## config.mk

```make
export PLATFORM = sky130hd
export DESIGN_NAME = frame_composer
export DESIGN_NICKNAME = d
export VERILOG_FILES = /design/src/design/video_pkg.sv /design/src/design/sync_fifo.sv /design/src/design/pixel_counter.sv /design/src/design/sprite_fetcher.sv /design/src/design/pixel_composer.sv /design/src/design/composer_ctrl.sv /design/src/design/frame_composer.sv
export SDC_FILE = /design/constraint.sdc
export NUM_CORES = 1
export LEC_CHECK = 0
export ABC_AREA = 1
export BUFFER_PORTS_ARGS = -buffer_cell sky130_fd_sc_hd__buf_2
export CORE_ASPECT_RATIO = 1.2
export CORE_MARGIN = 2
export CORE_UTILIZATION = 33
export DETAILED_ROUTE_END_ITERATION = 8
export GPL_ROUTABILITY_DRIVEN = 0
export PLACE_DENSITY = 0.46
export SLEW_MARGIN = 10
export SYNTH_ARGS = -nofsm -noshare
export SYNTH_HDL_FRONTEND = slang
export SYNTH_HIERARCHICAL = 1
export SYNTH_SLANG_ARGS = --single-unit
```

## constraint.sdc

```tcl
create_clock -name clk -period 3 [get_ports clk]
set_clock_uncertainty 0.1 [all_clocks]
set_input_delay 0.15 -clock clk [delete_from_list [all_inputs] [get_ports clk]]
set_output_delay 0.15 -clock clk [all_outputs]
set_load 0.02 [all_outputs]
```

## src/design/video_pkg.sv

```systemverilog
package video_pkg;

  // one channel of the 4:4:4 pixel
  localparam int CHAN_W = 4;

  // pixel word is {r, g, b} with red in the top nibble
  typedef logic [3*CHAN_W-1:0] rgb_t;

  // raster coordinates, sized for 640x480 at most
  typedef logic [9:0] coord_x_t;
  typedef logic [8:0] coord_y_t;

  // sprite is square
  localparam int SPRITE_SIZE = 8;

  // row and column index width inside the sprite
  localparam int SPRITE_AW = $clog2(SPRITE_SIZE);

  // bit 0 is the leftmost pixel of the row
  typedef logic [SPRITE_SIZE-1:0] mask_row_t;

endpackage

```

## src/design/sync_fifo.sv

```systemverilog
`timescale 1ns/1ps

module sync_fifo #(
  parameter type payload_t = logic [7:0],
  parameter int  DEPTH     = 16
) (
  input  logic     clk,
  input  logic     rst_n,
  input  logic     push,
  input  payload_t wr_data,
  input  logic     pop,
  output payload_t rd_data,
  output logic     full,
  output logic     empty
);

  localparam int AW = (DEPTH > 1) ? $clog2(DEPTH) : 1;
  localparam int CW = $clog2(DEPTH + 1);

  payload_t      mem [DEPTH];
  logic [AW-1:0] wr_ptr;
  logic [AW-1:0] rd_ptr;
  logic [CW-1:0] count;
  logic          do_push;
  logic          do_pop;

  // ops against a full/empty buffer are dropped
  assign do_push = push && !full;
  assign do_pop  = pop && !empty;

  assign full    = (count == CW'(DEPTH));
  assign empty   = (count == '0);
  assign rd_data = mem[rd_ptr];   // show-ahead head

  // wrap without needing a power-of-two depth
  function automatic logic [AW-1:0] next_ptr(input logic [AW-1:0] ptr);
    return (ptr == AW'(DEPTH - 1)) ? '0 : ptr + 1'b1;
  endfunction

  always_ff @(posedge clk or negedge rst_n) begin
    if (!rst_n) begin
      wr_ptr <= '0;
      rd_ptr <= '0;
      count  <= '0;
    end else begin
      if (do_push) wr_ptr <= next_ptr(wr_ptr);
      if (do_pop)  rd_ptr <= next_ptr(rd_ptr);
      case ({do_push, do_pop})
        2'b10:   count <= count + 1'b1;
        2'b01:   count <= count - 1'b1;
        default: count <= count;     // both or neither
      endcase
    end
  end

  always_ff @(posedge clk) begin
    if (do_push) mem[wr_ptr] <= wr_data;
  end

  a_push_full: assert property (@(posedge clk) disable iff (!rst_n) push |-> !full)
    else $warning("sync_fifo: push while full, data dropped");

  a_pop_empty: assert property (@(posedge clk) disable iff (!rst_n) pop |-> !empty)
    else $warning("sync_fifo: pop while empty, ignored");

endmodule

```

## src/design/pixel_counter.sv

```systemverilog
`timescale 1ns/1ps

module pixel_counter #(
  parameter int H_ACTIVE = 640,
  parameter int V_ACTIVE = 480
) (
  input  logic               clk,
  input  logic               rst_n,
  input  logic               pc_enable,
  output video_pkg::coord_x_t pixel_x,
  output video_pkg::coord_y_t pixel_y,
  output logic               last_pixel,
  output logic               new_frame
);

  import video_pkg::*;

  localparam coord_x_t X_LAST = coord_x_t'(H_ACTIVE - 1);
  localparam coord_y_t Y_LAST = coord_y_t'(V_ACTIVE - 1);

  logic end_of_line;

  assign end_of_line = (pixel_x == X_LAST);
  assign last_pixel  = end_of_line && (pixel_y == Y_LAST);   // sole frame-end decision

  always_ff @(posedge clk or negedge rst_n) begin
    if (!rst_n) begin
      pixel_x   <= '0;
      pixel_y   <= '0;
      new_frame <= 1'b0;
    end else begin
      new_frame <= pc_enable && last_pixel;   // lands with the (0,0) wrap
      if (pc_enable) begin
        if (end_of_line) begin
          pixel_x <= '0;
          pixel_y <= (pixel_y == Y_LAST) ? '0 : pixel_y + 1'b1;
        end else begin
          pixel_x <= pixel_x + 1'b1;
        end
      end
    end
  end

  a_x_range: assert property (@(posedge clk) disable iff (!rst_n)
    pixel_x < coord_x_t'(H_ACTIVE))
    else $error("pixel_counter: pixel_x out of the active line");

endmodule

```

## src/design/sprite_fetcher.sv

```systemverilog
`timescale 1ns/1ps

module sprite_fetcher (
  input  logic                               clk,
  input  logic                               rst_n,
  input  logic                               frame_start,
  input  logic                               sprite_en_in,
  input  video_pkg::coord_x_t                sprite_x_in,
  input  video_pkg::coord_y_t                sprite_y_in,
  input  video_pkg::rgb_t                    sprite_color_in,
  input  logic                               mask_we,
  input  logic [video_pkg::SPRITE_AW-1:0]    mask_row,
  input  video_pkg::mask_row_t               mask_data,
  input  logic                               start_fetch,
  input  video_pkg::coord_x_t                pixel_x,
  input  video_pkg::coord_y_t                pixel_y,
  output logic                               sprites_ready,
  output logic                               fetch_done,
  output logic                               sprite_hit,
  output video_pkg::rgb_t                    sprite_color
);

  import video_pkg::*;

  logic                 sh_en;
  coord_x_t             sh_x;
  coord_y_t             sh_y;
  rgb_t                 sh_color;
  mask_row_t            mask_mem [SPRITE_SIZE];
  coord_x_t             dx;
  coord_y_t             dy;
  logic                 in_range;
  logic                 s1_valid;
  logic                 s1_in_range;
  logic [SPRITE_AW-1:0] s1_col;
  mask_row_t            s1_row;

  // shadow attributes load only on frame_start
  always_ff @(posedge clk or negedge rst_n) begin
    if (!rst_n) begin
      sh_en         <= 1'b0;
      sprites_ready <= 1'b0;
    end else begin
      sprites_ready <= frame_start;
      if (frame_start) sh_en <= sprite_en_in;
    end
  end

  always_ff @(posedge clk) begin
    if (frame_start) begin
      sh_x     <= sprite_x_in;
      sh_y     <= sprite_y_in;
      sh_color <= sprite_color_in;
    end
  end

  assign sprite_color = sh_color;

  // mask rows can be written at any time
  always_ff @(posedge clk or negedge rst_n) begin
    if (!rst_n) begin
      for (int i = 0; i < SPRITE_SIZE; i++) mask_mem[i] <= '0;
    end else if (mask_we) begin
      mask_mem[mask_row] <= mask_data;
    end
  end

  // offsets wrap when pixel is left of / above the sprite, so check both bounds
  assign dx       = pixel_x - sh_x;
  assign dy       = pixel_y - sh_y;
  assign in_range = sh_en && (pixel_x >= sh_x) && (pixel_y >= sh_y)
                    && (dx < SPRITE_SIZE) && (dy < SPRITE_SIZE);

  // stage 1 does the range check and row read
  always_ff @(posedge clk or negedge rst_n) begin
    if (!rst_n) begin
      s1_valid    <= 1'b0;
      s1_in_range <= 1'b0;
    end else begin
      s1_valid <= start_fetch;
      if (start_fetch) s1_in_range <= in_range;
    end
  end

  always_ff @(posedge clk) begin
    if (start_fetch) begin
      s1_col <= dx[SPRITE_AW-1:0];
      s1_row <= mask_mem[dy[SPRITE_AW-1:0]];
    end
  end

  // stage 2 selects the bit and holds the hit until the next fetch
  always_ff @(posedge clk or negedge rst_n) begin
    if (!rst_n) begin
      fetch_done <= 1'b0;
      sprite_hit <= 1'b0;
    end else begin
      fetch_done <= s1_valid;
      if (s1_valid) sprite_hit <= s1_in_range && s1_row[s1_col];
    end
  end

  a_no_overlap: assert property (@(posedge clk) disable iff (!rst_n)
    start_fetch |=> (!start_fetch until fetch_done))
    else $error("sprite_fetcher: start_fetch while a fetch is in flight");

endmodule

```

## src/design/pixel_composer.sv

```systemverilog
`timescale 1ns/1ps

module pixel_composer (
  input  logic            clk,
  input  logic            rst_n,
  input  logic            bg_rdreq,
  input  video_pkg::rgb_t bg_pixel,
  input  logic            sprite_hit,
  input  video_pkg::rgb_t sprite_color,
  output video_pkg::rgb_t pix_out
);

  import video_pkg::*;

  rgb_t bg_hold;

  // bg fifo is show-ahead, so the head is valid in the pop cycle
  always_ff @(posedge clk or negedge rst_n) begin
    if (!rst_n) begin
      bg_hold <= '0;
    end else if (bg_rdreq) begin
      bg_hold <= bg_pixel;
    end
  end

  // sprite is opaque where the mask bit is set
  assign pix_out = sprite_hit ? sprite_color : bg_hold;

endmodule

```

## src/design/composer_ctrl.sv

```systemverilog
`timescale 1ns/1ps

module composer_ctrl (
  input  logic clk,
  input  logic rst_n,
  input  logic bg_valid,       // bg fifo not empty
  input  logic fetch_done,
  input  logic new_frame,
  input  logic sprites_ready,
  input  logic last_pixel,
  input  logic wrfull,         // output fifo full
  output logic bg_rdreq,
  output logic start_fetch,
  output logic pc_enable,
  output logic wrreq
);

  typedef enum logic [2:0] {
    S_IDLE,
    S_STABLE,
    S_SELECT,
    S_REQ_BG,
    S_WAIT_FETCH,
    S_COMPOSE
  } state_t;

  state_t state;
  state_t next;

  always_ff @(posedge clk or negedge rst_n) begin
    if (!rst_n) state <= S_IDLE;
    else        state <= next;
  end

  always_comb begin
    bg_rdreq    = 1'b0;
    start_fetch = 1'b0;
    pc_enable   = 1'b0;
    wrreq       = 1'b0;
    next        = state;

    case (state)
      S_IDLE: begin
        if (new_frame || sprites_ready) next = S_STABLE;
      end

      S_STABLE: next = S_SELECT;   // coordinates settle

      S_SELECT: next = S_REQ_BG;

      S_REQ_BG: begin
        // pop only with room downstream, so the pixel never has to wait on two things
        if (bg_valid && !wrfull) begin
          bg_rdreq    = 1'b1;
          start_fetch = 1'b1;
          next        = S_WAIT_FETCH;
        end
      end

      S_WAIT_FETCH: begin
        if (fetch_done) next = S_COMPOSE;
      end

      S_COMPOSE: begin
        if (!wrfull) begin
          wrreq     = 1'b1;
          pc_enable = 1'b1;
          next      = last_pixel ? S_IDLE : S_STABLE;
        end
      end

      default: next = S_IDLE;
    endcase
  end

  a_no_write_full: assert property (@(posedge clk) disable iff (!rst_n) wrreq |-> !wrfull)
    else $error("composer_ctrl: wrreq while output fifo full");

  a_no_pop_empty: assert property (@(posedge clk) disable iff (!rst_n) bg_rdreq |-> bg_valid)
    else $error("composer_ctrl: bg_rdreq without bg_valid");

endmodule

```

## src/design/frame_composer.sv

```systemverilog
`timescale 1ns/1ps

module frame_composer #(
  parameter int H_ACTIVE  = 640,
  parameter int V_ACTIVE  = 480,
  parameter int BG_DEPTH  = 16,
  parameter int OUT_DEPTH = 16
) (
  input  logic                            clk,
  input  logic                            rst_n,
  input  logic                            bg_push,
  input  video_pkg::rgb_t                 bg_data,
  output logic                            bg_full,
  input  logic                            frame_start,
  input  logic                            sprite_en_in,
  input  video_pkg::coord_x_t             sprite_x_in,
  input  video_pkg::coord_y_t             sprite_y_in,
  input  video_pkg::rgb_t                 sprite_color_in,
  input  logic                            mask_we,
  input  logic [video_pkg::SPRITE_AW-1:0] mask_row,
  input  video_pkg::mask_row_t            mask_data,
  input  logic                            out_pop,
  output video_pkg::rgb_t                 out_data,
  output logic                            out_empty
);

  import video_pkg::*;

  rgb_t     bg_head;
  logic     bg_empty;
  logic     bg_valid;
  logic     bg_rdreq;
  logic     start_fetch;
  logic     fetch_done;
  logic     sprites_ready;
  logic     sprite_hit;
  rgb_t     sprite_color;
  logic     pc_enable;
  coord_x_t pixel_x;
  coord_y_t pixel_y;
  logic     last_pixel;
  logic     new_frame;
  logic     wrreq;
  logic     wrfull;
  rgb_t     pix_out;

  assign bg_valid = !bg_empty;

  sync_fifo #(
    .payload_t(rgb_t),
    .DEPTH    (BG_DEPTH)
  ) bg_fifo (
    .clk    (clk),
    .rst_n  (rst_n),
    .push   (bg_push),
    .wr_data(bg_data),
    .pop    (bg_rdreq),
    .rd_data(bg_head),
    .full   (bg_full),
    .empty  (bg_empty)
  );

  pixel_counter #(
    .H_ACTIVE(H_ACTIVE),
    .V_ACTIVE(V_ACTIVE)
  ) u_pixel_counter (
    .clk       (clk),
    .rst_n     (rst_n),
    .pc_enable (pc_enable),
    .pixel_x   (pixel_x),
    .pixel_y   (pixel_y),
    .last_pixel(last_pixel),
    .new_frame (new_frame)
  );

  sprite_fetcher u_sprite_fetcher (
    .clk            (clk),
    .rst_n          (rst_n),
    .frame_start    (frame_start),
    .sprite_en_in   (sprite_en_in),
    .sprite_x_in    (sprite_x_in),
    .sprite_y_in    (sprite_y_in),
    .sprite_color_in(sprite_color_in),
    .mask_we        (mask_we),
    .mask_row       (mask_row),
    .mask_data      (mask_data),
    .start_fetch    (start_fetch),
    .pixel_x        (pixel_x),
    .pixel_y        (pixel_y),
    .sprites_ready  (sprites_ready),
    .fetch_done     (fetch_done),
    .sprite_hit     (sprite_hit),
    .sprite_color   (sprite_color)
  );

  pixel_composer u_pixel_composer (
    .clk         (clk),
    .rst_n       (rst_n),
    .bg_rdreq    (bg_rdreq),
    .bg_pixel    (bg_head),
    .sprite_hit  (sprite_hit),
    .sprite_color(sprite_color),
    .pix_out     (pix_out)
  );

  composer_ctrl u_composer_ctrl (
    .clk          (clk),
    .rst_n        (rst_n),
    .bg_valid     (bg_valid),
    .fetch_done   (fetch_done),
    .new_frame    (new_frame),
    .sprites_ready(sprites_ready),
    .last_pixel   (last_pixel),
    .wrfull       (wrfull),
    .bg_rdreq     (bg_rdreq),
    .start_fetch  (start_fetch),
    .pc_enable    (pc_enable),
    .wrreq        (wrreq)
  );

  sync_fifo #(
    .payload_t(rgb_t),
    .DEPTH    (OUT_DEPTH)
  ) out_fifo (
    .clk    (clk),
    .rst_n  (rst_n),
    .push   (wrreq),
    .wr_data(pix_out),
    .pop    (out_pop),
    .rd_data(out_data),
    .full   (wrfull),
    .empty  (out_empty)
  );

endmodule

```

-- Word level (Yosys, flattened, before mapping)
Memory sizes are Yosys's and may differ from the RTL's. A register that Yosys moved wholly into a read port is not among the register bits.
Index checks and enable logic that the tools add are counted.
- bits in registers: 161
- RAM bits: 384
- bits of input ports: 61
- output and inout bits: 14
- logic and storage cells: 131
- memories: 2
- memories (name ; depth ; width ; read ports ; clocked after Yosys merged registers in ; write ports ; line ; RTL):
    bg_fifo.mem ; 16 ; 12 ; 1 ; 1 ; 1 ; sync_fifo.sv:20 ; payload_t mem [DEPTH];
    out_fifo.mem ; 16 ; 12 ; 1 ; 0 ; 1 ; sync_fifo.sv:20 ;
- $add $sub $neg: 12
- magnitude comparators: 8
- eq/ne operators: 21
- multiplexer cells: 31
- bitwise gates (word level): 2
- reduce and logical (&&, ||, !) cells: 26
- operators with widths (cell ; count):
    bitwise mux 64 bit ; 1
    binary-select mux 8 bit (select 3 bit) ; 1
    demux 8 bit (select 3 bit) ; 1
    2-to-1 mux 8 bit ; 3
    case mux 5 bit (2 select lines) ; 2
    case mux 3 bit (6 select lines) ; 1
    adder 4 x 1 -> 4 bit, second input constant ; 4
    equality test 4 bit, second input constant ; 4
    2-to-1 mux 4 bit ; 4
    logical AND 1 bit ; 13
    2-to-1 mux 12 bit ; 1
    2-to-1 mux 3 bit ; 4
    adder 10 x 1 -> 10 bit, second input constant ; 1
    adder 5 x 1 -> 5 bit, second input constant ; 2
    equality test 10 bit, second input constant ; 1
    equality test 5 bit, second input constant ; 2
    >= comparator 10 bit ; 1
    logical NOT 5 bit ; 2
    less-than comparator 10 x 4 -> 1 bit, second input constant ; 1
    2-to-1 mux 1 bit ; 10
    2-to-1 mux 10 bit ; 1
    subtractor 10 bit ; 1
    subtractor 5 x 1 -> 5 bit, second input constant ; 2
    adder 9 x 1 -> 9 bit, second input constant ; 1
    23 further kinds ; 36

-- Depth between registers and ports, before layout
- depth after elaboration: 8
- depth in mapped cells: 17
- mapped depth without buffers: 17

-- Hierarchy
Netlist, hierarchy kept.
- by module, submodules not included (module ; instances ; cells an instance ; area an instance (um^2) ; seq. area each (um^2)):
    sync_fifo ; 2 ; 947 ; 9273.9 ; 6090.8
    sprite_fetcher ; 1 ; 644 ; 5537.8 ; 3012.9
    pixel_counter ; 1 ; 153 ; 1158.6 ; 500.5
    pixel_composer ; 1 ; 90 ; 615.6 ; 300.3
    composer_ctrl ; 1 ; 34 ; 219.0 ; 75.1
    frame_composer ; 1 ; 1 ; 3.8 ; 0.0

-- Worst setup path before layout
OpenSTA, ideal clock, no wires.
- path type: register to register
- start: register out_fifo.count[0]
- end: register bg_fifo.count[4]
- setup time: 0.117 ns
- arrival time: 2.500 ns
- data required time: 2.783 ns
- setup slack: 0.284 ns
- cell stages (with the launch flop): 16
- buffers on the path: 0
- period minus slack after synthesis: 2.716 ns
- path through: dfrtp_1 > inv_1 > nand4_1 > inv_1 > inv_1 > nand2_1 > nor3_1 > nand2_1 > inv_1 > ha_1 > ha_1 > or2_2 > nand3_1 > nand2_1 > nand2_1 > nand2_1
- word-level cells in the longest chain between the ends: 8
- elaborated cells on any way between the ends: 10
- those cells by class: 3 x eq/ne; 3 x mux; 4 x reduce/logical
- ends and longest elaborated chain (item ; line ; RTL):
    from (decl) ; sync_fifo.sv:23 ; logic [CW-1:0] count;
    from (signal assigned) ; sync_fifo.sv:49 ; 2'b10: count <= count + 1'b1;
    from (signal assigned) ; sync_fifo.sv:50 ; 2'b01: count <= count - 1'b1;
    from (signal assigned) ; sync_fifo.sv:51 ; default: count <= count;
    equality test 5 bit * ; sync_fifo.sv:31 ; assign full = (count == CW'(DEPTH));
    net wrfull ; frame_composer.sv:44 ; logic wrfull;
    logical NOT 1 bit * ; composer_ctrl.sv:53 ; if (bg_valid && !wrfull) begin
    logical AND 1 bit * ; composer_ctrl.sv:53 ;
    2-to-1 mux 1 bit * ; composer_ctrl.sv:53 ;
    2-to-1 mux 1 bit * ; composer_ctrl.sv:42 ; case (state)
    net bg_rdreq ; frame_composer.sv:32 ; logic bg_rdreq;
    logical AND 1 bit * ; sync_fifo.sv:29 ; assign do_pop = pop && !empty;
    net bg_fifo.do_pop ; sync_fifo.sv:25 ; logic do_pop;
    equality test 2 x 1 -> 1 bit or equality test 2 bit (tied branches) ; sync_fifo.sv:48 ; case ({do_push, do_pop})
    case mux 5 bit (2 select lines) or nonzero test 2 bit (tied branches) ; -- ;
    to (signal assigned) ; sync_fifo.sv:49 ;
    to (signal assigned) ; sync_fifo.sv:50 ;
    to (signal assigned) ; sync_fifo.sv:51 ;
    to (decl) ; sync_fifo.sv:23 ;
The timed path passes the listed nets; every way through them passes the cells marked *.
A chain may end at the register's enable or synchronous reset.

-- Worst setup path after layout
- start: register out_fifo.rd_ptr[2]
- end: output port out_data[11]
- word-level cells in the longest chain between the ends: 1
- ends and longest elaborated chain (item ; line ; RTL):
    from (decl) ; sync_fifo.sv:22 ; logic [AW-1:0] rd_ptr;
    from (signal assigned) ; sync_fifo.sv:47 ; if (do_pop) rd_ptr <= next_ptr(rd_ptr);
    memory (16 x 12 bit) ; -- ;
    to (decl) ; frame_composer.sv:23 ; output video_pkg::rgb_t out_data,
No other way between the ends.

==> summary.md <==
| Metric | Value |
|---|---|
| Reg2reg end | out_fifo/count[4]$_DFFE_PN0P_ |
| Maximum Capacitance Violations | 0 |
| Post-Synthesis Cell Area | 26,100 um^2 |
| Sequential cell area fraction in the yosys report | 0.616 |
| Met2 WL post-DR | 32,300 um |
| DR WL/cell | 16.3 um |
| H-Tree Depth | 3 |
| Final setup margin | 0.204 ns |
| Pre-CTS setup slack | 0.278 ns |
| Syn_nets | 2,920 |
| Util after Layout | 0.390 |
| CP Class | reg -> out |
| Top Layer Used | met4 |
| Ant diodes | 0 |
| Post-layout minimum cycle time | 2.80 ns |
| Slew HR | 0.271 |
| Initial core utilization | 0.334 |
| # DRC | 0 |
| Clock buffer count from CTS | 66 |
| Fin nets | 3,094 |
| ANT nets after route | 0 |
| Sw power | 9.15 mW |
| Area delta synth->final | 16.7% |
| Global Route Usage Sum | 0.165 |
| Non-Filler Instances | 4,067 |
| Worst-Margin Slew | 1.09 ns |
| DP HPWL | 42,500 um |
| Via-to-Cell Ratio | 4.51 |
| Die H | 312 um |
| Die X | 261 um |
| Top post-synthesis cells by count | nand2_1, inv_1, edfxtp_1 |
| Count leader, synth | nand2_1 |
| Post-synth top area cell | edfxtp_1 |
| Synth area leaders | edfxtp_1, nand2_1, dfrtp_1 |
| First DRT Iteration DRCs | 1,247 |
| # clock sinks | 557 |
| Max FO, Critical Path | 12 |
| 1st-pass router iterations | 5 |
| Routed vias | 18,346 |
| CTS tree | yes |
| Number of port buffers | 74 |
| Flop-to-flop setup slack | 0.28 ns |
| First-pass GRT wire length | 104,000 um |
| Fill count | 7,789 |
| Placed Cells | 3,878 |
| Core Area | 78,100 um^2 |
| Final Max Slew Viols | 0 |
| Total Power | 25.4 mW |
| Synth cell types | 41 |
| DR WL met3 | 2430 um |
| Cell Pwr Density | 836 nW/um^2 |
| Yosys warnings | 6 |
| Vias in the first global route | 18,546 |
| Hold Startpoint | mask_row[0] |
| Instance area at placement | 27,700 um^2 |
| # setup viols final | 0 |
| Total gr overflow | 0 |
| Sw frac | 0.360 |
| WP data required | 2.75 ns |
| CTS Root Buffer Type | clkbuf_16 |
| CP arrival | 2.55 ns |
| Clk pwr share | 0.299 |
| Endpoints failing hold | 0 |
| Synth top area share | 0.490 |
| EDFF count, synth | 426 |
| Ys flop type | edfxtp_1 |
| FF/Latch Area | 16,100 um^2 |
| Share of layout cells above drive strength 1 | 0.0875 |
| Reg-to-Reg Start | out_fifo/count[0]$_DFFE_PN0P_ |
| Met1 Wirelength | 29,700 um |
| Setup Fix Bufs, Post-CTS | 0 |
| Hold Path Sink | u_sprite_fetcher/mask_mem[4]$_DFFE_PN0P_ |
| Hold Path Class | in -> reg |
| Synth Instances | 2,816 |
| Final setup TNS | 0 ns |
| Final Cell Area | 30,400 um^2 |
| I/O pin count | 75 |
| Ys async rst share | 0.235 |
| Comb pwr share | 0.305 |
| Clk buf depth | 3 |
| Hold path depth | 4 |
| Outcome | finished, final reports clean |
| Hold_ws | 0.0172 ns |
| RSZ-0062 raised after global routing | no |
| Initial antenna violation count | 2 |
| Final WL | 66,200 um |
| Peak supply drop | 0.445 mV |
| Crit share post-route | 0.932 |
| Cell Rows | 112 |
| Multi-input logic area | 7480 um^2 |
| Sequential fraction of design power | 0.396 |
| Die area | 81,300 um^2 |
| Peak Freq | 358 MHz |
| Pleak | 14.0 nW |
| Later-pin clock latency in the skew report | 0.61 ns |
| Synthesized area per cell | 9.26 um^2 |
| Int Power | 16.3 mW |
| Largest net degree at the start of global routing | 100 |
| Crit. End Element | output pin |
| Startpoint types | register |
| FF+latch count, synth | 557 |
| R2R depth | 12 |
| Worst-path clk slew | 0.06 ns |
layout make-up:
type	instances	area share
Inverter	512	0.0633
Tap cell	1026	0.0422
Multi-Input combinational cell	1643	0.246
Clock buffer	89	0.0588
Clock inverter	30	0.00789
Sequential cell	557	0.528
Timing Repair Buffer	210	0.0537
worst max-delay path by stage:
stage | from | end | slack [ns] | cells past startpoint
after CTS | out_fifo/rd_ptr[2]$_DFFE_PN0P_ | out_data[11] | 0.14 | 6
after global placement | out_fifo/count[0]$_DFFE_PN0P_ | out_fifo/count[4]$_DFFE_PN0P_ | 0.35 | 12
after global routing | out_fifo/count[0]$_DFFE_PN0P_ | out_fifo/count[4]$_DFFE_PN0P_ | 0.08 | 12
final | out_fifo/rd_ptr[2]$_DFFE_PN0P_ | out_data[11] | 0.20 | 6
after detailed placement | out_fifo/count[0]$_DFFE_PN0P_ | out_fifo/count[4]$_DFFE_PN0P_ | 0.28 | 12
after floorplan | out_fifo/count[0]$_DFFE_PN0P_ | bg_fifo/count[4]$_DFFE_PN0P_ | 0.28 | 15
layout by cell type, fill, tap and decap left out, types with 3 or more instances in the layout:
master         instances
nand2_1              941
inv_1                504
edfxtp_1             426
nand3_1              293
nor2_1               130
dfrtp_1              128
o21ai_0              127
buf_2                 73
dlygate4sd3_1         70
clkbuf_16             67
buf_4                 61
ha_1                  39
a21oi_1               22
clkbuf_1              19
xnor2_1               14
nand4_1               13
clkinv_2               9
clkinv_1               9
o22ai_1                9
a31oi_1                8
inv_2                  6
xor2_1                 5
buf_12                 5
inv_6                  5
nand3b_1               5
nand2_2                4
fa_1                   4
nor3_2                 4
o21bai_1               4
dfrtp_2                3
clkbuf_8               3
nand3_2                3
nor2_4                 3
nor2_2                 3
worst max-delay path, cell delays in order, from the launching register on:
cell     delay [ns]
dfrtp_1        0.45
nor2_1         0.86
nand2_1        0.21
nand2_1        0.14
inv_1          0.07
nand2_1        0.07
buf_2          0.16
routing by layer:
metal  GRT usage  up-vias
met3      0.0269      104
met1       0.212     8660
met5           0        -
li1            -     9276
met2       0.282      306
met4      0.0516        0
power groups by stage:
stage / Combinational [mW] / Sequential, mW / Clock, mW
3_3_place_gp: 7.70 / 10.2 / 0
3_5_place_dp: 7.80 / 10.2 / 0
5_1_grt: 8.79 / 10.2 / 8.16
6_report: 7.77 / 10.1 / 7.61
2_1_floorplan: 5.44 / 10.0 / 0
4_1_cts: 7.93 / 10.1 / 7.87
state kept, by name, summed over array words and instances, names as in the netlist, 3 cells and up:
register and count:
u_pixel_counter/pixel_y 9, out_fifo/wr_ptr 4, out_fifo/count 5, u_sprite_fetcher/sprite_color 12
u_pixel_composer/bg_hold 12, out_fifo/mem 192, bg_fifo/mem 192, bg_fifo/count 5
out_fifo/rd_ptr 4, u_sprite_fetcher/mask_mem 64, u_sprite_fetcher/sh_y 9, u_composer_ctrl/state 3
u_sprite_fetcher/sh_x 10, u_sprite_fetcher/s1_row 8, bg_fifo/rd_ptr 4, bg_fifo/wr_ptr 4
u_pixel_counter/pixel_x 10, u_sprite_fetcher/s1_col 3
timing repair:
item                                   CTS  global route
gates resized for setup                  0             0
endpoints found under the hold margin  366             0
hold buffers                            70             0
logic make-up (layout without fill, tap and decap cells):
family	Yosys count	after routing	share of synthesized area
and+or+nand+nor	1406	1406	0.223
xor gates and xnor gates	20	20	0.00700
DFF	557	557	0.616
AOI/OAI and AO/OA	172	172	0.0343
muxes	2	2	0.000815
adders and majority gates	43	43	0.0218
buffers and inverters	616	841	0.0974
(Power assumes the default switching activity.)
